**src/logic/la_defines.svh**
```systemverilog
`ifndef LA_DEFINES_SVH
`define LA_DEFINES_SVH

// capture buffer
`define LA_DEPTH 1024        // entries, power of two so addresses wrap on their own

// display geometry
`define LA_LANE_H 8          // rows per channel lane
`define LA_GRID_STEP 16      // grid pitch in pixels

// overlay colours, packed r g b
`define LA_GRID_COLOR 24'h404040  // dark grey
`define LA_WAVE_COLOR 24'hff0000  // red trace

`endif

```
**src/logic/la_video_pkg.sv**
```systemverilog
`default_nettype none

package la_video_pkg;

  // 8 bits each, r in the top byte
  typedef logic [23:0] pixel_t;

  // column or row position inside the active area
  typedef logic [10:0] coord_t;

endpackage

`default_nettype wire

```
**src/logic/la_grid_overlay.sv**
```systemverilog
`default_nettype none

`include "la_defines.svh"

module la_grid_overlay (
  input  wire                         i_pix_clk,
  input  wire                         i_rst_n,
  input  wire                         i_hs,
  input  wire                         i_vs,      // active high, restarts the row count
  input  wire                         i_de,
  input  wire la_video_pkg::pixel_t   i_pixel,
  output logic                        o_hs,
  output logic                        o_vs,
  output logic                        o_de,
  output la_video_pkg::pixel_t        o_pixel
);

  la_video_pkg::coord_t col;   // position of the current input pixel
  la_video_pkg::coord_t row;
  logic                 de_d;  // for the end of line edge
  logic                 on_grid;

  // position tracking
  always_ff @(posedge i_pix_clk) begin
    if (!i_rst_n) begin
      col  <= '0;
      row  <= '0;
      de_d <= 1'b0;
    end else begin
      de_d <= i_de;
      col  <= i_de ? col + 1'b1 : '0;     // back to zero outside active video
      if (i_vs)
        row <= '0;
      else if (de_d && !i_de)
        row <= row + 1'b1;                // line finished
    end
  end

  assign on_grid = i_de &&
                   ((col % la_video_pkg::coord_t'(`LA_GRID_STEP)) == '0 ||
                    (row % la_video_pkg::coord_t'(`LA_GRID_STEP)) == '0);

  always_ff @(posedge i_pix_clk) begin
    if (!i_rst_n) begin
      o_hs <= 1'b0;
      o_vs <= 1'b0;
      o_de <= 1'b0;
    end else begin
      o_hs <= i_hs;
      o_vs <= i_vs;
      o_de <= i_de;
    end
  end

  always_ff @(posedge i_pix_clk) begin
    o_pixel <= on_grid ? la_video_pkg::pixel_t'(`LA_GRID_COLOR) : i_pixel;
  end

endmodule

`default_nettype wire

```
**config.mk**
```make
export PLATFORM = sky130hd
export DESIGN_NAME = la_grid_overlay
export DESIGN_NICKNAME = d
export VERILOG_FILES = /design/src/logic/la_video_pkg.sv /design/src/logic/la_grid_overlay.sv
export VERILOG_INCLUDE_DIRS = /design/src /design/src/logic
export SDC_FILE = /design/constraint.sdc
export NUM_CORES = 1
export LEC_CHECK = 0
export BUFFER_PORTS_ARGS = -buffer_cell sky130_fd_sc_hd__buf_2
export CORE_MARGIN = 2
export CORE_UTILIZATION = 39
export CTS_CLUSTER_DIAMETER = 40
export DETAILED_ROUTE_END_ITERATION = 7
export MAX_ROUTING_LAYER = met4
export PLACE_DENSITY_LB_ADDON = 0.05
export SETUP_SLACK_MARGIN = 0.2
export SLEW_MARGIN = 20
export SYNTH_ARGS = -nofsm -noshare
export SYNTH_HDL_FRONTEND = slang
export SYNTH_SLANG_ARGS = --single-unit
```
**constraint.sdc**
```tcl
create_clock -name i_pix_clk -period 1.4 [get_ports i_pix_clk]
set_input_delay 0.14 -clock i_pix_clk [delete_from_list [all_inputs] [get_ports i_pix_clk]]
set_output_delay 0.14 -clock i_pix_clk [all_outputs]
set_load 0.02 [all_outputs]
```
==> out/results.tsv, run 1 <==
stage	metric	value	unit
finish	fillcell total	252	
grt	vias in the first global route	854	
grt	first-pass GRT wire length	3490	µm
critical_path	WP data required	1.62	ns
routing	DR pass1 iterations	4	
power_and_ir_drop	Net Sw Frac	22.8	%
die	Die ar.	3330	µm²
yosys	post-synthesis sequential area ratio	62.4	%
clock_tree	CTS buffer count	5	
critical_path	CP peak stage delay	0.36	ns
routing	DRT iter0 DRCs	16	
power_and_ir_drop	clock group share of total power	31.9	%
routing	Via density	4.29	
clock_tree	clk_lat worst skew	0.32	ns
timing	Total Neg Setup Slack	0	ns
min_path	min-delay worst type	input pin to flop	
power_and_ir_drop	peak supply drop	0.834	mV
critical_path	RR Endpoint	o_pixel[7]	
clock_tree	Worst-path clk slew	0.10	ns
finish	ant diodes	0	
critical_path	Worst Reg-to-Reg Cells	6	
grt	largest net degree at the start of global routing	25	
critical_path	crit-path cells	inv_2 -> ha_2 -> nor3b_4 -> o21ai_2 -> buf_12 -> and2_1	
critical_path	crit path buf inv count	2	
power_and_ir_drop	Cell Pwr Density	1140	nW/µm²
placement	Port Buffers	55	
power_and_ir_drop	Flop pwr share	56.1	%
timing	Slew Viols, Final	0	
yosys	number of synthesis warnings	0	
grt	GRT Util Overall	14.6	%
placement	hpwl dp	1490	µm
power_and_ir_drop	Sw Pwr	0.429	mW
yosys	number of synthesized register bits	35	
routing	via count	871	
clock_tree	Clock Sinks	35	
grt	residual overflow from global routing	0	
critical_path	r2r setup slk	0.15	ns
die	io pins	56	
die	Core Region	2760	µm²
finish	most common cell after layout, fill and taps aside	buf_2	
yosys	cells after synthesis	98	
critical_path	CP max FO	24	
timing	Final Skew	0.00484	ns
finish	fin nets	204	
timing	worst-margin pin slew	0.185	ns
critical_path	Top Family by Delay on Critical Path	flip-flops	
placement	final RePlAce weighted congestion	0.787	
routing	DR DRC count	0	
critical_path	Setup Crit Path Kind	flop to flop	
critical_path	Worst setup endpoint	o_pixel[7]	
timing	Max Clock Freq	802	MHz
critical_path	CP arrival	1.47	ns
die	Initial Utilization	40.7	%
timing	RSZ-0062 raised after global routing	yes	
power_and_ir_drop	total power	1.88	mW
power_and_ir_drop	combinational group share of total power	12.0	%
timing	fin crit period	1.25	ns
yosys	Mapped Avg Cell Area	11.5	µm²
critical_path	cell depth of the worst setup path	6	
die	Die Width	57.7	µm
clock_tree	H-tree depth	2	
power_and_ir_drop	Cell Int Power	1.45	mW
timing	relative slew slack	87.7	%
critical_path	startpoint types	flop	
grt	initial antenna violation count	0	
timing	Final period util	89.1	%
clock_tree	CTS tree	done	
timing	final setup fails	0	
routing	Final ANT Viol Nets	0	
die	chip height	57.7	µm
routing	Wirelength per Cell	10.4	µm
finish	area grow syn2layout	45.9	%
yosys	syn nets	131	
critical_path	Worst setup startpoint	row[0]	
run	Max-Cap Viols	0	
critical_path	Crit. End Element	flop	
finish	share of cells above drive strength 1	44.8	%
run_status	outcome	complete, no violations	
yosys	count of cell types in the netlist	21	
clock_tree	clk buf depth	2	
critical_path	worst r2r src	row[0]	
finish	most frequent cells in the layout	buf_2, dfxtp_1, and2_1, dlygate4sd3_1	
critical_path	slowest CP cell	dfxtp_4	
timing	Final Hold Fails	0	
die	row cnt	19	
yosys	Mapped Area	1120	µm²
clock_tree	CTS root buf	clkbuf_4	
routing	Total Wirelength	2110	µm
power_and_ir_drop	leak pwr	0.799	nW
==> metal layers <==
layer  up-vias  track usage [%]  part of all wire [%]
met4         0             7.97                   1.5
met3         4             6.03                   9.3
met5         -                -                     0
met2        38             23.5                    51
li1        450                -                     -
met1       379             15.2                    39
==> power groups by stage <==
stage | logic (mW) | registers [mW] | clock network (mW)
after global routing | 0.247 | 1.06 | 0.668
after detailed placement | 0.203 | 1.08 | 0
after global placement | 0.200 | 1.08 | 0
after CTS | 0.225 | 1.05 | 0.627
after floorplan | 0.0561 | 1.14 | 0
final | 0.225 | 1.05 | 0.599
==> logic make-up (layout without fill, tap and decap cells) <==
group	count (synthesis)	after routing	synth area share [%]
XOR/XNOR	4	4	3.12
AND/OR/NAND/NOR	44	44	24.3
AO/OA/AOI/OAI	4	4	2.12
flip-flops	35	35	62.4
adder cells (fa/ha/maj)	4	4	4.45
buffers and inverters	7	81	3.67
==> stage by stage <==
step / setup slack, ns / cell area, µm² / hold slack, ns / util, % / cells
floorplan: 0.194 / 1130 / 0.241 / - / 98
detailed placement: 0.117 / 1450 / 0.326 / 52.5 / 183
global route: 0.0741 / 1640 / 0.00131 / 59.4 / 203
global placement: 0.151 / 1450 / 0.321 / 52.5 / 183
CTS: 0.129 / 1630 / 0.000423 / 59.1 / 202
finish: 0.153 / 1640 / 0.0169 / 59.4 / 203
==> flip-flops by register name, summed over array words and instances (netlist names) <==
| register | count |
|---|---|
| o_vs | 1 |
| o_de | 1 |
| col | 4 |
| row | 4 |
| o_pixel | 24 |
| o_hs | 1 |
==> final cells by class <==
cell class                      instances  area, µm²  area share (%)
Sequential cell                        35        707            43.1
Timing Repair Buffer                   68        410            25.0
Clock buffer                            8       68.8            4.20
Inverter                                5       18.8            1.15
Tap cell                               31       38.8            2.37
Multi-Input combinational cell         56        395            24.1
==> what timing repair did <==
item / in CTS / in global routing
setup buffers: 2 / 0
endpoints found under the setup margin: 24 / 24
resized for setup: 2 / 0
hold buffers: 9 / 1
pin swaps: 0 / 0
hold endpoints to repair: 9 / 1
==> worst min-delay path by stage <==
stage / from / endpoint / cells past startpoint
after global placement: i_pixel[22] / o_pixel[22] / 2
final: i_pixel[5] / o_pixel[5] / 2
after global routing: i_pixel[11] / o_pixel[11] / 2
after floorplan: i_pixel[14] / o_pixel[14] / 1
after CTS: i_pixel[5] / o_pixel[5] / 2
after detailed placement: i_pixel[22] / o_pixel[22] / 2
==> Yosys cell counts <==
cell type | n | share of area [%]
a21oi_1 | 2 | 0.89
and2_1 | 23 | 13
and2b_2 | 1 | 0.78
and3_2 | 1 | 0.67
buf_6 | 2 | 2.0
dfxtp_1 | 35 | 62
ha_1 | 4 | 4.5
inv_1 | 5 | 1.7
nand2_1 | 3 | 1.0
nand2b_1 | 4 | 2.2
nand2b_4 | 1 | 1.2
nand3_1 | 2 | 0.89
nand3b_1 | 1 | 0.67
nor2_1 | 5 | 1.7
nor3b_1 | 1 | 0.67
nor3b_2 | 1 | 1.1
o21ai_0 | 1 | 0.45
o21ai_2 | 1 | 0.78
or3_1 | 1 | 0.56
xnor2_1 | 2 | 1.6
xor2_1 | 2 | 1.6
(Power assumes the default switching activity.)
==> run 2, diff against run 1 <==
--- a/config.mk
+++ b/config.mk
@@ -14,5 +14,5 @@
 export MAX_ROUTING_LAYER = met4
 export PLACE_DENSITY_LB_ADDON = 0.05
-export SETUP_SLACK_MARGIN = 0.2
+export SETUP_SLACK_MARGIN = 0.1
 export SLEW_MARGIN = 20
 export SYNTH_ARGS = -nofsm -noshare
==> constraint.sdc (replaced) <==
create_clock -name i_pix_clk -period 1.4 [get_ports i_pix_clk]
set_input_delay 0.21 -clock i_pix_clk [delete_from_list [all_inputs] [get_ports i_pix_clk]]
set_output_delay 0.21 -clock i_pix_clk [all_outputs]
set_load 0.02 [all_outputs]
==> run 2 against run 1 <==
Effect of this change:
- register-to-register slack got worse by 0.08 ns
- core utilization increased by 1.1 points
- flip-flop and latch count unchanged
- largest power group unchanged
==> out/results.tsv, run 2 (synthesis results as in run 1) <==
stage	metric	value	unit
finish	most frequent cells in the layout	buf_2, dfxtp_1, and2_4, nor2_1, clkbuf_4	
finish	max reg flops	24	
finish	fin nets	199	
timing	Final period util	94.8	%
timing	Final Hold Fails	0	
run_status	outcome	complete, no violations	
routing	wl on met1	944	µm
min_path	hold endpoint	o_pixel[22]	
critical_path	RR Endpoint	o_pixel[23]	
clock_tree	Worst-path clk slew	0.09	ns
clock_tree	CTS buffer count	5	
routing	Final ANT Viol Nets	0	
die	Die ar.	3330	µm²
die	io pins	56	
routing	DR pass1 iterations	4	
die	Core Region	2760	µm²
power_and_ir_drop	Cell Pwr Density	1110	nW/µm²
routing	DR top layer	met4	
placement	Cell Area, Placed	1440	µm²
critical_path	r2r setup slk	0.07	ns
finish	cell area after layout	1670	µm²
routing	via count	855	
routing	met3 WL	186	µm
finish	area grow syn2layout	48.7	%
critical_path	startpoint types	flop	
grt	GRT Util Overall	13.9	%
timing	fin crit period	1.33	ns
routing	Via density	4.34	
run	Max-Cap Viols	0	
power_and_ir_drop	leak pwr	0.838	nW
grt	first-pass GRT wire length	3290	µm
clock_tree	CTS tree	done	
clock_tree	CTS root buf	clkbuf_4	
critical_path	WP data required	1.68	ns
finish	most common cell after layout, fill and taps aside	buf_2	
finish	largest registers	o_pixel (24), col (4), row (4)	
timing	worst-margin pin slew	0.213	ns
placement	# placed instances	184	
critical_path	CP arrival	1.60	ns
placement	pre-CTS WS	0.0962	ns
critical_path	Crit. End Element	flop	
finish	fillcell total	239	
critical_path	Setup Crit Path Kind	flop to flop	
min_path	min-delay src	i_pixel[22]	
routing	Total Wirelength	2230	µm
finish	ant diodes	0	
timing	worst hold slack	0.0640	ns
finish	Layout Cells excl Fill	197	
timing	Final Worst Setup Slack	0.0725	ns
finish	register with the highest flop count	o_pixel	
routing	DR DRC count	0	
die	Die Width	57.7	µm
placement	Port Buffers	55	
clock_tree	clk buf depth	2	
timing	RSZ-0062 raised after global routing	yes	
timing	Total Neg Setup Slack	0	ns
grt	initial antenna violation count	0	
die	Initial Utilization	40.7	%
placement	hpwl dp	1440	µm
critical_path	CP max FO	6	
finish	share of cells above drive strength 1	62.0	%
grt	largest net degree at the start of global routing	25	
clock_tree	H-tree depth	2	
die	chip height	57.7	µm
min_path	min-delay worst type	input pin to flop	
timing	Slew Viols, Final	0	
grt	vias in the first global route	762	
min_path	Hold Path Stages	2	
die	row cnt	19	
timing	final setup fails	0	
routing	met2 WL	1050	µm
critical_path	Worst Reg-to-Reg Cells	7	
timing	Final Skew	0.00454	ns
routing	DRT iter0 DRCs	5	
power_and_ir_drop	peak supply drop	1.09	mV
clock_tree	clk_lat worst skew	0.32	ns
critical_path	worst r2r src	row[1]	
placement	final RePlAce weighted congestion	0.679	
grt	residual overflow from global routing	0	
clock_tree	Clock Sinks	35	
timing	Max Clock Freq	753	MHz
timing	relative slew slack	85.8	%
routing	Wirelength per Cell	11.3	µm
[run 2: cell count changes in the layout (fill, tap and decap cells not counted), sizes merged]
cell,delta
clkinv,+1
buf,+3
dlygate4sd3,-10
[run 2: stage by stage]
stage,util (%),power (mW)
2_1_floorplan,-,1.19
3_3_place_gp,52.3,1.28
3_5_place_dp,52.3,1.28
4_1_cts,54.6,1.82
5_1_grt,60.6,1.95
6_report,60.6,1.86
[run 2: worst max-delay path, cell delays in order (launching register included)]
cell       delay, ns
dfxtp_2         0.37
inv_2           0.05
ha_4            0.15
nor3b_4         0.14
o21ai_2         0.15
buf_6           0.15
clkbuf_16       0.15
and2_4          0.12
[run 2: what timing repair did]
item,CTS,global route
setup buffers,0,3
endpoints found under the setup margin,22,24
hold buffers,0,0
hold endpoints to repair,0,0
pin swaps,0,23
resized for setup,3,28
cloned,0,3
[run 2: routing by layer]
metal  track usage [%]  up-vias
met5                 -        -
met3              5.58        8
met1              15.3      374
met4              8.97        0
li1                  -      437
met2              20.9       36
[run 2: how the worst max path moves through the flow]
stage,endpoint,slack [ns],from
floorplan,o_pixel[0],0.14,col[0]
global placement,o_pixel[18],0.13,col[0]
detailed placement,o_pixel[9],0.1,col[0]
CTS,o_pixel[9],0.10,col[0]
global route,o_pixel[8],0.02,row[1]
finish,o_pixel[23],0.07,row[1]
[run 2: cell type report]
| type | count | area, µm² | area share [%] |
|---|---|---|---|
| clock buffers | 6 | 51.3 | 3.07 |
| clock inverters | 1 | 5.00 | 0.300 |
| inverters | 5 | 18.8 | 1.12 |
| multi-input cells | 56 | 460 | 27.6 |
| flip-flops and latches | 35 | 706 | 42.2 |
| well taps | 31 | 38.8 | 2.32 |
| repair buffers | 63 | 390 | 23.4 |
[run 2: where the power goes]
part	total (mW)	internal (mW)	switching, mW
Sequential	1.05	1.04	0.0127
Clock	0.540	0.233	0.308
Combinational	0.261	0.140	0.121
Total	1.86	1.41	0.441
==> run 3, diff against run 2 <==
- CORE_MARGIN: 2 -> default
- RECOVER_POWER: default -> 50
- SETUP_SLACK_MARGIN: 0.1 -> 0.2
==> run 3 against run 2 <==
Effect of this change:
- critical path depth fell by 1
- clock-buffer cell count unchanged
- via count is the same
- flip-flop and latch count unchanged
- sequential share of layout area rose by 0.95 points
- non-clock buffer count did not move
- fmax increased by 2.6%
- power grew 16%
- largest power group unchanged
- highest routed layer unchanged
==> out/results.tsv, run 3 (synthesis results as in run 1) <==
stage	metric	value	unit
clock_tree	CTS root buf	clkbuf_4	
finish	most common cell after layout, fill and taps aside	dfxtp_1	
clock_tree	Clock Sinks	35	
timing	Final period util	92.4	%
grt	largest net degree at the start of global routing	25	
timing	worst-margin pin slew	0.265	ns
placement	hpwl dp	1470	µm
power_and_ir_drop	peak supply drop	1.07	mV
timing	Slew Viols, Final	0	
die	chip height	55.7	µm
power_and_ir_drop	Flop pwr share	48.9	%
grt	vias in the first global route	845	
finish	fillcell total	260	
critical_path	CP max FO	6	
critical_path	Setup Crit Path Kind	flop to flop	
routing	Wirelength per Cell	11.0	µm
finish	largest registers	o_pixel (24), col (4), row (4)	
power_and_ir_drop	Sw Pwr	0.459	mW
finish	share of cells above drive strength 1	35.9	%
finish	ant diodes	0	
die	Die Width	55.7	µm
routing	DR pass1 iterations	4	
placement	final RePlAce weighted congestion	0.707	
die	Initial Utilization	41.1	%
power_and_ir_drop	clock group share of total power	41.1	%
power_and_ir_drop	Cell Pwr Density	1330	nW/µm²
finish	max reg flops	24	
power_and_ir_drop	total power	2.16	mW
routing	Total Wirelength	2170	µm
clock_tree	CTS tree	done	
grt	initial antenna violation count	0	
placement	# placed instances	183	
grt	GRT Util Overall	15.1	%
critical_path	CP arrival	1.58	ns
timing	RSZ-0062 raised after global routing	yes	
critical_path	WP data required	1.68	ns
die	Core Region	2730	µm²
run	Max-Cap Viols	0	
placement	Port Buffers	55	
timing	Final Skew	0.00882	ns
power_and_ir_drop	Net Sw Frac	21.2	%
die	Die ar.	3100	µm²
critical_path	startpoint types	flop	
timing	Final Hold Fails	0	
finish	register with the highest flop count	o_pixel	
finish	most frequent cells in the layout	dfxtp_1, buf_2, clkbuf_1, and2_1	
clock_tree	Worst-path clk slew	0.11	ns
min_path	min-delay worst type	input pin to flop	
clock_tree	H-tree depth	2	
routing	via count	855	
clock_tree	CTS buffer count	5	
routing	Final ANT Viol Nets	0	
run_status	outcome	complete, no violations	
routing	DR DRC count	0	
finish	fin nets	199	
finish	Layout Cells excl Fill	198	
power_and_ir_drop	combinational group share of total power	10.0	%
grt	residual overflow from global routing	0	
critical_path	Crit. End Element	flop	
power_and_ir_drop	leak pwr	0.733	nW
die	row cnt	19	
timing	relative slew slack	82.4	%
routing	DRT iter0 DRCs	14	
timing	final setup fails	0	
power_and_ir_drop	Cell Int Power	1.70	mW
clock_tree	clk buf depth	2	
die	io pins	56	
critical_path	r2r setup slk	0.11	ns
clock_tree	clk_lat worst skew	0.33	ns
finish	fin util	59.5	%
timing	fin crit period	1.29	ns
routing	Via density	4.32	
grt	first-pass GRT wire length	3350	µm
timing	Max Clock Freq	773	MHz
finish	area grow syn2layout	44.9	%
timing	Total Neg Setup Slack	0	ns
==> run 3: cell types whose count changed in the layout (fill, tap and decap cells not counted), moves of 2 or more <==
cell / change
clkbuf_1: +25
buf_2: -23
and2_1: +19
and2_4: -19
bufinv_16: +2
dfxtp_1: +2
dfxtp_2: -2
==> run 3: path summary, 6_finish.rpt <==
check,from,to,depth (start not counted)
worst max-delay path,row[0],o_pixel[19],6
worst min-delay path,i_pixel[14],o_pixel[14],2
worst min register to register,col[0],col[0],2
worst max register to register,row[0],o_pixel[19],6
==> run 3: critical path: stages (launching register included) <==
cell,delay (ns)
dfxtp_1,0.37
inv_2,0.05
ha_4,0.14
nor3b_4,0.15
o21ai_4,0.24
clkbuf_16,0.19
and2_1,0.11
==> run 3: per-stage QoR <==
step                      hold WS [ns]  worst slack (ns)  cell area [µm²]
after floorplan                  0.311             0.194             1130
after global placement           0.393             0.172             1450
after detailed placement         0.398             0.151             1450
after CTS                       0.0360             0.152             1570
after global routing            0.0283            0.0316             1630
final                           0.0555             0.106             1630
==> run 3: area by class of cell <==
type	count	area, µm²	area share [%]
repair buffers	63	337	20.7
multi-input cells	56	429	26.4
clock buffers	6	41.3	2.54
well taps	31	38.8	2.38
flip-flops and latches	35	703	43.2
inverters	5	18.8	1.15
clock inverters	2	60.1	3.69
==> run 3: timing repair <==
item                       in CTS  in global routing
gates resized for setup         3                  7
buffers inserted                2                  3
setup endpoints to repair      24                 25
gates cloned                    0                  2
pin swaps                       0                  0
hold buffers                    0                  0
==> run 3: per-layer routing <==
metal | GRT usage, % | share of wire (%) | up-vias
met3 | 8.37 | 7.4 | 5
met4 | 6.43 | 1.3 | 0
met1 | 14.3 | 41 | 375
li1 | - | - | 440
met2 | 25.1 | 50 | 35
met5 | - | 0 | -
==> run 3: power groups by stage <==
| stage | Combinational [mW] | Sequential [mW] | Clock [mW] |
|---|---|---|---|
| 3_3_place_gp | 0.198 | 1.08 | 0 |
| 5_1_grt | 0.236 | 1.06 | 0.958 |
| 4_1_cts | 0.205 | 1.05 | 0.909 |
| 3_5_place_dp | 0.202 | 1.08 | 0 |
| 2_1_floorplan | 0.0561 | 1.14 | 0 |
| 6_report | 0.217 | 1.06 | 0.887 |
