`src/logic/la_defines.svh`:
```
`ifndef LA_DEFINES_SVH
`define LA_DEFINES_SVH

// capture buffer
`define LA_DEPTH 1024        // entries, power of two so addresses wrap on their own

// display geometry
`define LA_LANE_H 8          // rows per channel lane
`define LA_GRID_STEP 16      // grid pitch in pixels

// overlay colours, packed r g b
`define LA_GRID_COLOR 24'h404040  // dark grey
`define LA_WAVE_COLOR 24'hff0000  // red trace

`endif

```
`src/logic/la_capture_pkg.sv`:
```
`default_nettype none

`include "la_defines.svh"

package la_capture_pkg;

  typedef logic [7:0] sample_t;                        // one bit per probe channel
  typedef logic [$clog2(`LA_DEPTH)-1:0] addr_t;        // buffer address, wraps at depth
  typedef logic [2:0] chan_t;                          // probe channel index
  typedef logic [3:0] rate_t;                          // divide by 2**rate

  // trigger kinds, unknown codes fall back to TRIG_NOW
  typedef enum logic [2:0] {
    TRIG_NOW  = 3'd0,
    TRIG_RISE = 3'd1,
    TRIG_FALL = 3'd2,
    TRIG_HIGH = 3'd3,
    TRIG_LOW  = 3'd4
  } trig_mode_t;

  typedef enum logic [2:0] {
    CAP_IDLE,    // waiting for arm
    CAP_PRE,     // filling pre-trigger window
    CAP_SEARCH,  // testing each sample
    CAP_POST,    // filling the rest of the buffer
    CAP_DONE     // record complete
  } cap_state_t;

endpackage

`default_nettype wire

```
`src/logic/la_rate_div.sv`:
```
`default_nettype none

module la_rate_div (
  input  wire                    i_sys_clk,
  input  wire                    i_rst_n,
  input  wire                    i_sync,      // arm strobe, restarts the count
  input  wire la_capture_pkg::rate_t i_freq_sel,
  output logic                   o_clken
);

  logic [15:0] cnt;        // edges since the last arm, for the coming cycle
  logic [15:0] cnt_nxt;
  logic [15:0] mask;       // low freq_sel bits

  // the count seen during the cycle ending at edge m is m itself
  assign cnt_nxt = i_sync ? 16'd1 : cnt + 16'd1;
  assign mask    = (16'd1 << i_freq_sel) - 16'd1;

  always_ff @(posedge i_sys_clk) begin
    if (!i_rst_n) begin
      cnt     <= 16'd0;
      o_clken <= 1'b0;
    end else begin
      cnt     <= cnt_nxt;
      // strobe when the low bits wrap to zero
      o_clken <= ((cnt_nxt & mask) == 16'd0);
    end
  end

endmodule

`default_nettype wire

```
`config.mk`:
```
export PLATFORM = sky130hd
export DESIGN_NAME = la_rate_div
export DESIGN_NICKNAME = d
export VERILOG_FILES = /design/src/logic/la_capture_pkg.sv /design/src/logic/la_rate_div.sv
export VERILOG_INCLUDE_DIRS = /design/src /design/src/logic
export SDC_FILE = /design/constraint.sdc
export NUM_CORES = 1
export LEC_CHECK = 0
export BUFFER_PORTS_ARGS = -buffer_cell sky130_fd_sc_hd__buf_2
export CORE_MARGIN = 8
export CORE_UTILIZATION = 61
export DETAILED_ROUTE_END_ITERATION = 12
export PLACE_DENSITY_LB_ADDON = 0.2
export RECOVER_POWER = 25
export SYNTH_ARGS = -nofsm -noshare
export SYNTH_HDL_FRONTEND = slang
export SYNTH_SLANG_ARGS = --single-unit
```
`constraint.sdc`:
```
create_clock -name i_sys_clk -period 3.7 [get_ports i_sys_clk]
set_clock_uncertainty 0.05 [all_clocks]
set_input_delay 0.74 -clock i_sys_clk [delete_from_list [all_inputs] [get_ports i_sys_clk]]
set_output_delay 0.74 -clock i_sys_clk [all_outputs]
set_load 0.01 [all_outputs]
```
==> flow_results.xml, run 1 <==
<?xml version="1.0" encoding="UTF-8"?>
<metrics>
  <group name="cells_and_area">
    <metric name="fraction_of_layout_instances_using_a_drive_strength_above_1" unit="%">13.4</metric>
    <metric name="regArea" unit="µm²">320</metric>
    <metric name="finalNetCount" unit="">137</metric>
    <metric name="filler_cell_count" unit="">138</metric>
    <metric name="layout.core_utilization" unit="%">68.7</metric>
    <metric name="area_delta_synth_final" unit="%">6.43</metric>
    <metric name="antenna_diodes" unit="">0</metric>
    <metric name="multi_input_comb_area" unit="µm²">606</metric>
  </group>
  <group name="timing">
    <metric name="finalMaxSlewViolations" unit="">0</metric>
    <metric name="report.final.hold_viol_count" unit="">0</metric>
    <metric name="timing.final.crit_period" unit="ns">2.49</metric>
    <metric name="final_min_period_over_clock_period" unit="%">67.4</metric>
    <metric name="fmaxAchievable" unit="MHz">401</metric>
    <metric name="tightestPinTransition" unit="ns">0.473</metric>
    <metric name="tns" unit="ns">0</metric>
    <metric name="setup_viol" unit="">0</metric>
    <metric name="rsz0062_at_grt" unit="">no</metric>
    <metric name="max-slew-margin-rel" unit="%">68.4</metric>
    <metric name="hold_ws" unit="ns">0.488</metric>
  </group>
  <group name="synth">
    <metric name="ys_top_cells_by_area" unit="">dfxtp_1 (33%), xnor2_1 (12%), nor2_1 (8.9%), nand2_1 (3.5%), nand3_1 (3.1%)</metric>
    <metric name="synth_largest_area_cell" unit="">dfxtp_1</metric>
    <metric name="synth_top_family_by_area" unit="">simple AND/OR/NAND/NOR gates</metric>
    <metric name="synth.ff_latch_count" unit="">16</metric>
    <metric name="synth_simple_gate_area_share" unit="%">33.5</metric>
    <metric name="synthesis.area" unit="µm²">972</metric>
    <metric name="synth_largest_type_area_fraction" unit="%">32.9</metric>
    <metric name="multiplexer_area_fraction_after_synthesis" unit="%">0</metric>
    <metric name="yosysSeqAreaShare" unit="%">32.9</metric>
    <metric name="post_synth_xor_xnor_area" unit="%">13.5</metric>
    <metric name="ys_warn_count" unit="">0</metric>
    <metric name="average_instance_area_after_synthesis" unit="µm²">7.97</metric>
    <metric name="netlist-cell-type-count" unit="">36</metric>
    <metric name="mappedNetlistNets" unit="">131</metric>
    <metric name="cell_count_after_synthesis" unit="">122</metric>
    <metric name="synth-compound-area-share" unit="%">12.7</metric>
    <metric name="adder_cell_share_of_the_synthesized_area" unit="%">2.57</metric>
  </group>
  <group name="route">
    <metric name="drt.antenna.violating_nets" unit="">0</metric>
    <metric name="detailedRoute.firstPassIterationCount" unit="">4</metric>
    <metric name="route.vias.total" unit="">843</metric>
    <metric name="routed_via_density" unit="">5.90</metric>
    <metric name="drt_iter0_markers" unit="">21</metric>
    <metric name="drc" unit="">0</metric>
    <metric name="routed_wl" unit="µm">1980</metric>
    <metric name="route.detailed.wl_per_inst" unit="µm">13.9</metric>
  </group>
  <group name="min_path">
    <metric name="hold_path.startpoint" unit="">cnt[14]$_SDFF_PN0_</metric>
    <metric name="holdPathStages" unit="">2</metric>
    <metric name="min_path_type" unit="">reg -&gt; reg</metric>
    <metric name="worst_hold_path.endpoint" unit="">cnt[14]$_SDFF_PN0_</metric>
  </group>
  <group name="run">
    <metric name="timing.max_cap.violations" unit="">0</metric>
  </group>
  <group name="worst_setup_path">
    <metric name="regToRegEndpoint" unit="">o_clken$_SDFF_PN0_</metric>
    <metric name="kind_of_end_point_of_the_critical_path" unit="">register</metric>
    <metric name="crit_reg_reg_startpoint" unit="">cnt[2]$_SDFF_PN0_</metric>
    <metric name="timing.reg2reg.setup_slack" unit="ns">1.85</metric>
    <metric name="worstPathRequired" unit="ns">3.82</metric>
    <metric name="timing.critical_path.arrival" unit="ns">2.61</metric>
    <metric name="worst_r2r_path_depth" unit="">6</metric>
    <metric name="path_max_fanout" unit="">11</metric>
    <metric name="worstSetupPathType" unit="">in -&gt; reg</metric>
    <metric name="start_kind" unit="">primary input</metric>
  </group>
  <group name="clock_network">
    <metric name="post_cts_hold_buffer_count" unit="">0</metric>
    <metric name="cts.htree.levels" unit="">1</metric>
    <metric name="clock_tree.root_cell" unit="">clkbuf_4</metric>
    <metric name="clock_latency" unit="ns">0.28</metric>
    <metric name="clkSinkCount" unit="">16</metric>
    <metric name="tritoncts" unit="">yes</metric>
    <metric name="ctsResizeCount" unit="">0</metric>
    <metric name="cts_buffers" unit="">3</metric>
    <metric name="clock_path_buffers" unit="">2</metric>
    <metric name="postCtsSetupRepairBufs" unit="">0</metric>
    <metric name="clkTransAtPathRegs" unit="ns">0.09</metric>
  </group>
  <group name="global_route">
    <metric name="global_route_wire_length_before_repair" unit="µm">3260</metric>
    <metric name="grt.overflow.total" unit="">0</metric>
    <metric name="pin_count_of_the_biggest_net_entering_global_routing" unit="">15</metric>
    <metric name="antenna_found_initial" unit="">0</metric>
    <metric name="grt_util_all_layers" unit="%">12.8</metric>
    <metric name="grt_pass1_vias" unit="">765</metric>
  </group>
  <group name="power">
    <metric name="peakVddDrop" unit="mV">0.212</metric>
    <metric name="totalPowerFinal" unit="µW">325</metric>
    <metric name="p_leak" unit="µW">0.000349</metric>
    <metric name="powerDensity" unit="mW/mm²">314</metric>
  </group>
  <group name="die">
    <metric name="die_x" unit="µm">55.9</metric>
    <metric name="boundaryPins" unit="">8</metric>
    <metric name="die_span_in_y" unit="µm">55.9</metric>
    <metric name="die-area" unit="mm²">0.00313</metric>
    <metric name="area_of_the_placeable_core" unit="mm²">0.00151</metric>
    <metric name="start_util" unit="%">64.5</metric>
    <metric name="rows" unit="">14</metric>
  </group>
  <group name="placement">
    <metric name="post-dp-hpwl" unit="µm">1540</metric>
    <metric name="place.gp.congestion" unit="">0.860</metric>
    <metric name="placement.io_buffers" unit="">7</metric>
  </group>
  <group name="run_status">
    <metric name="outcome" unit="">finished clean</metric>
  </group>
</metrics>
==> metal layers <==
metal | vias up | share of wire (%) | GRT usage [%]
li1 | 432 | - | -
met1 | 391 | 46 | 15.0
met2 | 18 | 49 | 19.6
met3 | 2 | 4.3 | 4.11
met4 | 0 | 0.86 | 7.56
met5 | - | 0 | 0
==> cells by family (layout without fill, tap and decap cells) <==
| family | count (synthesis) | count (layout) |
|---|---|---|
| xor+xnor | 15 | 15 |
| buf+inv | 11 | 16 |
| compound gates | 18 | 18 |
| fa+ha+maj | 2 | 2 |
| simple gates | 60 | 60 |
| flops | 16 | 16 |
==> flip-flops by register name, summed over array words and instances (netlist names) <==
signal	flops
o_clken	1
cnt	15
==> worst max-delay path, cell delays in order <==
cell	delay (ns)
buf_2	0.16
nor3_1	0.23
nand2_1	0.08
ha_1	0.28
or4b_1	0.49
o21ai_1	0.09
a21oi_1	0.07
or3_1	0.31
o311ai_1	0.10
a211oi_2	0.05
==> cell usage in the layout (no fill, tap or decap), drive strengths merged, types with 2 or more instances in the layout <==
cell type,synthesis,routed
and2,2,2
nor4,2,2
nor2,23,23
nand2,9,9
dfxtp,16,16
inv,5,5
buf,4,6
o21ai,5,5
xor2,2,2
ha,2,2
nand4,2,2
nand3,6,6
xnor2,13,13
a21oi,4,4
clkbuf,2,5
and3,2,2
nor3,7,7
==> area by class of cell <==
type / instances / area share (%)
Multi-Input combinational cell: 95 / 58.5
Inverter: 5 / 1.81
Clock buffer: 4 / 3.51
Tap cell: 16 / 1.93
Sequential cell: 16 / 31.0
Timing Repair Buffer: 7 / 3.26
==> stage by stage <==
| stage | std cells | setup slack (ns) | area [µm²] |
|---|---|---|---|
| floorplan | 122 | 1.02 | 972 |
| global placement | 139 | 0.946 | 1000 |
| detailed placement | 139 | 0.898 | 1000 |
| CTS | 143 | 1.22 | 1040 |
| global route | 143 | 1.05 | 1030 |
| finish | 143 | 1.21 | 1030 |
==> synthesized netlist by cell type <==
cell type  count
nand4_4        1
a41oi_1        1
or4b_1         1
nand3b_1       1
buf_2          4
nand4_1        1
nand3_1        6
xor2_1         2
o21ai_1        1
nor4_2         2
o221ai_1       1
nor4b_1        1
nand2b_1       1
a211o_1        1
o22ai_1        1
xnor2_1       13
a211oi_2       1
a21boi_0       1
ha_1           2
and2_1         2
inv_1          5
or3_1          1
nor2_1        23
o22a_1         1
o2111ai_1      1
nor3b_1        1
and3_1         2
a21oi_1        4
nor3_1         5
clkbuf_1       2
o311ai_1       1
or2_2          1
nand2_1        9
o21ai_0        4
dfxtp_1       16
nor3_2         2
==> worst max path at each step <==
stage          depth (start not counted)  slack [ns]           from                 end
6_report                              10        1.21  i_freq_sel[3]  o_clken$_SDFF_PN0_
5_1_grt                               10        1.05  i_freq_sel[3]  o_clken$_SDFF_PN0_
4_1_cts                               10        1.22  i_freq_sel[3]  o_clken$_SDFF_PN0_
3_5_place_dp                          10        0.90  i_freq_sel[3]  o_clken$_SDFF_PN0_
3_3_place_gp                          10        0.95  i_freq_sel[3]  o_clken$_SDFF_PN0_
2_1_floorplan                         11        1.02  i_freq_sel[2]  o_clken$_SDFF_PN0_
==> where the power goes <==
part           internal (µW)  switching (µW)  total (µW)
Combinational           13.6            21.5        35.1
Clock                   59.9            54.4         114
Sequential               174            1.22         175
(Power assumes the default switching activity.)
==> run 2, diff against run 1 <==
- ABC_AREA: default -> 1
- CORE_UTILIZATION: 61 -> 53
- clock period: 3.7 -> 2.1 ns (I/O delays scaled with it)
==> run 2 against run 1 <==
  * Count of clock-buffer cells in the layout unchanged
  * Utilization down 6.9 points
  * Combinational power is 130% higher
  * Total power increased by 84%
  * Flip-flop and latch count unchanged
==> flow_results.xml, run 2 <==
<?xml version="1.0" encoding="UTF-8"?>
<metrics>
  <group name="timing">
    <metric name="rsz0062_at_grt" unit="">no</metric>
    <metric name="finalMaxSlewViolations" unit="">0</metric>
    <metric name="tns" unit="ns">0</metric>
    <metric name="final_min_period_over_clock_period" unit="%">86.5</metric>
    <metric name="fin_ws" unit="ns">0.284</metric>
    <metric name="max-slew-margin-rel" unit="%">70.4</metric>
    <metric name="timing.final.crit_period" unit="ns">1.82</metric>
    <metric name="setup_viol" unit="">0</metric>
    <metric name="report.final.hold_viol_count" unit="">0</metric>
    <metric name="tightestPinTransition" unit="ns">0.444</metric>
    <metric name="fmaxAchievable" unit="MHz">551</metric>
  </group>
  <group name="cells_and_area">
    <metric name="finalNetCount" unit="">211</metric>
    <metric name="registers_with_the_most_flip_flops" unit="">cnt (15), o_clken (1)</metric>
    <metric name="largest_register_ffs" unit="">15</metric>
    <metric name="final_cell_count_no_fill" unit="">228</metric>
    <metric name="antenna_diodes" unit="">0</metric>
    <metric name="largest_register_by_flop_count" unit="">cnt</metric>
    <metric name="area_delta_synth_final" unit="%">8.81</metric>
    <metric name="fraction_of_layout_instances_using_a_drive_strength_above_1" unit="%">11.9</metric>
    <metric name="final_common_cell" unit="">nor2_1</metric>
    <metric name="final_cell_mix" unit="">nor2_1 (47), nand2_1 (44), nand3_1 (19)</metric>
  </group>
  <group name="route">
    <metric name="top_layer" unit="">met4</metric>
    <metric name="drt.antenna.violating_nets" unit="">0</metric>
    <metric name="met2RoutedLength" unit="µm">1410</metric>
    <metric name="routed_wl" unit="µm">2820</metric>
    <metric name="detailed_route_wirelength_on_metal3" unit="µm">60</metric>
    <metric name="route.detailed.wl_per_inst" unit="µm">12.4</metric>
    <metric name="drt_iter0_markers" unit="">64</metric>
    <metric name="detailedRoute.firstPassIterationCount" unit="">4</metric>
    <metric name="drc" unit="">0</metric>
    <metric name="routed_via_density" unit="">5.36</metric>
    <metric name="route.vias.total" unit="">1222</metric>
    <metric name="met1_routed_wirelength_after_detailed_routing" unit="µm">1280</metric>
  </group>
  <group name="die">
    <metric name="die_span_in_y" unit="µm">62.3</metric>
    <metric name="start_util" unit="%">56.8</metric>
    <metric name="boundaryPins" unit="">8</metric>
    <metric name="rows" unit="">16</metric>
    <metric name="die-area" unit="mm²">0.00388</metric>
    <metric name="die_x" unit="µm">62.3</metric>
    <metric name="area_of_the_placeable_core" unit="mm²">0.00200</metric>
  </group>
  <group name="synth">
    <metric name="ys_top_cells_by_area" unit="">dfxtp_1 (28%), nor2_1 (16%), nand2_1 (15%), nand3_1 (8.4%), inv_1 (5.3%)</metric>
    <metric name="mappedNetlistNets" unit="">201</metric>
    <metric name="dominantRegCellSynth" unit="">dfxtp_1</metric>
    <metric name="number_of_enable_type_register_cells_in_the_synthesized_netlist" unit="">0</metric>
    <metric name="post_synth_xor_xnor_area" unit="%">0.771</metric>
    <metric name="synth-compound-area-share" unit="%">10.7</metric>
    <metric name="synthArstFlopShare" unit="%">0</metric>
    <metric name="ys_warn_count" unit="">0</metric>
    <metric name="ys_top_cells_by_count" unit="">nor2_1 (47), nand2_1 (44), nand3_1 (19), dfxtp_1 (16), inv_1 (16)</metric>
    <metric name="cell_count_after_synthesis" unit="">192</metric>
    <metric name="multiplexer_area_fraction_after_synthesis" unit="%">0</metric>
    <metric name="synth_top_family_by_area" unit="">simple AND/OR/NAND/NOR gates</metric>
    <metric name="synth.ff_latch_count" unit="">16</metric>
    <metric name="average_instance_area_after_synthesis" unit="µm²">5.92</metric>
    <metric name="synth_largest_type_area_fraction" unit="%">28.2</metric>
    <metric name="synthesis.area" unit="mm²">0.00114</metric>
    <metric name="yosysMostFrequentCell" unit="">nor2_1</metric>
    <metric name="netlist-cell-type-count" unit="">22</metric>
    <metric name="yosysSeqAreaShare" unit="%">28.2</metric>
    <metric name="adder_cell_share_of_the_synthesized_area" unit="%">2.20</metric>
    <metric name="synth_largest_area_cell" unit="">dfxtp_1</metric>
    <metric name="synth_simple_gate_area_share" unit="%">50.3</metric>
  </group>
  <group name="global_route">
    <metric name="grt_pass1_vias" unit="">1143</metric>
    <metric name="pin_count_of_the_biggest_net_entering_global_routing" unit="">16</metric>
    <metric name="global_route_wire_length_before_repair" unit="µm">4690</metric>
    <metric name="antenna_found_initial" unit="">0</metric>
    <metric name="grt.overflow.total" unit="">0</metric>
    <metric name="grt_util_all_layers" unit="%">14.3</metric>
  </group>
  <group name="clock_network">
    <metric name="clock_latency" unit="ns">0.29</metric>
    <metric name="ctsResizeCount" unit="">0</metric>
    <metric name="clock_tree.root_cell" unit="">clkbuf_4</metric>
    <metric name="clock_path_buffers" unit="">2</metric>
    <metric name="clkTransAtPathRegs" unit="ns">0.09</metric>
    <metric name="cts.htree.levels" unit="">1</metric>
    <metric name="tritoncts" unit="">yes</metric>
    <metric name="cts_buffers" unit="">3</metric>
    <metric name="postCtsSetupRepairBufs" unit="">0</metric>
    <metric name="post_cts_hold_buffer_count" unit="">0</metric>
    <metric name="clkSinkCount" unit="">16</metric>
  </group>
  <group name="placement">
    <metric name="placement.io_buffers" unit="">7</metric>
    <metric name="place.detailed.instances" unit="">224</metric>
    <metric name="post-dp-hpwl" unit="µm">2260</metric>
    <metric name="place.gp.congestion" unit="">0.934</metric>
    <metric name="pre_cts_ws" unit="ns">0.191</metric>
  </group>
  <group name="run_status">
    <metric name="outcome" unit="">finished clean</metric>
  </group>
  <group name="worst_setup_path">
    <metric name="worstPathRequired" unit="ns">2.25</metric>
    <metric name="path_max_fanout" unit="">7</metric>
    <metric name="start_kind" unit="">register</metric>
    <metric name="kind_of_end_point_of_the_critical_path" unit="">register</metric>
    <metric name="timing.reg2reg.setup_slack" unit="ns">0.28</metric>
    <metric name="worstSetupPathType" unit="">reg -&gt; reg</metric>
    <metric name="timing.critical_path.arrival" unit="ns">1.96</metric>
  </group>
  <group name="power">
    <metric name="p_leak" unit="µW">0.000477</metric>
    <metric name="powerDensity" unit="mW/mm²">484</metric>
    <metric name="peakVddDrop" unit="mV">0.312</metric>
  </group>
  <group name="run">
    <metric name="timing.max_cap.violations" unit="">0</metric>
  </group>
  <group name="min_path">
    <metric name="min_path_type" unit="">in -&gt; reg</metric>
  </group>
</metrics>
==> run 2: worst paths after layout <==
| path | startpoint | to | cells after the start |
|---|---|---|---|
| setup reg to reg | cnt[0]$_SDFF_PN0_ | o_clken$_SDFF_PN0_ | 10 |
| hold / removal | i_sync | cnt[0]$_SDFF_PN0_ | 3 |
| hold reg to reg | cnt[14]$_SDFF_PN0_ | cnt[14]$_SDFF_PN0_ | 3 |
| setup / recovery | cnt[0]$_SDFF_PN0_ | o_clken$_SDFF_PN0_ | 10 |
==> run 2: per-layer routing <==
| layer | vias up | track usage (%) |
|---|---|---|
| li1 | 634 | - |
| met2 | 22 | 24.8 |
| met5 | - | 0 |
| met3 | 7 | 1.43 |
| met1 | 559 | 16.3 |
| met4 | 0 | 9.12 |
==> run 2: cell type report <==
cell class / instances / area (µm²)
Clock buffer: 4 / 36.3
Fill cell: 213 / 766
Inverter: 20 / 76.3
Multi-Input combinational cell: 153 / 727
Sequential cell: 16 / 320
Tap cell: 27 / 33.8
Timing Repair Buffer: 8 / 42.5
==> run 2: logic make-up after synthesis <==
group,count (synthesis)
flip-flops,16
AND/OR/NAND/NOR,130
adder cells (fa/ha/maj),2
XOR/XNOR,1
buffers and inverters,23
AO/OA/AOI/OAI,20
==> run 2: report_power, final <==
group	switching (µW)	internal [µW]
Combinational	54.7	25.5
Sequential	4.15	307
Clock	102	106
==> run 2: critical path, cell delays in order, from the launching register on <==
cell and delay, ns:
dfxtp_1 0.44, ha_1 0.34, inv_1 0.08, nor2_2 0.21
inv_1 0.07, o21bai_1 0.13, nand3_1 0.13, nor2_1 0.12
nor2_1 0.05, nand2_1 0.05, nor2_1 0.04
==> run 2: per-stage QoR <==
| stage | hold slack [ns] | utilization, % | instance area, µm² | total power [µW] |
|---|---|---|---|---|
| after floorplan | 0.465 | - | 1140 | 370 |
| after global placement | 0.494 | 59.9 | 1200 | 394 |
| after detailed placement | 0.514 | 59.9 | 1200 | 397 |
| after CTS | 0.372 | 61.8 | 1240 | 603 |
| after global routing | 0.386 | 61.8 | 1240 | 626 |
| final | 0.390 | 61.8 | 1240 | 599 |
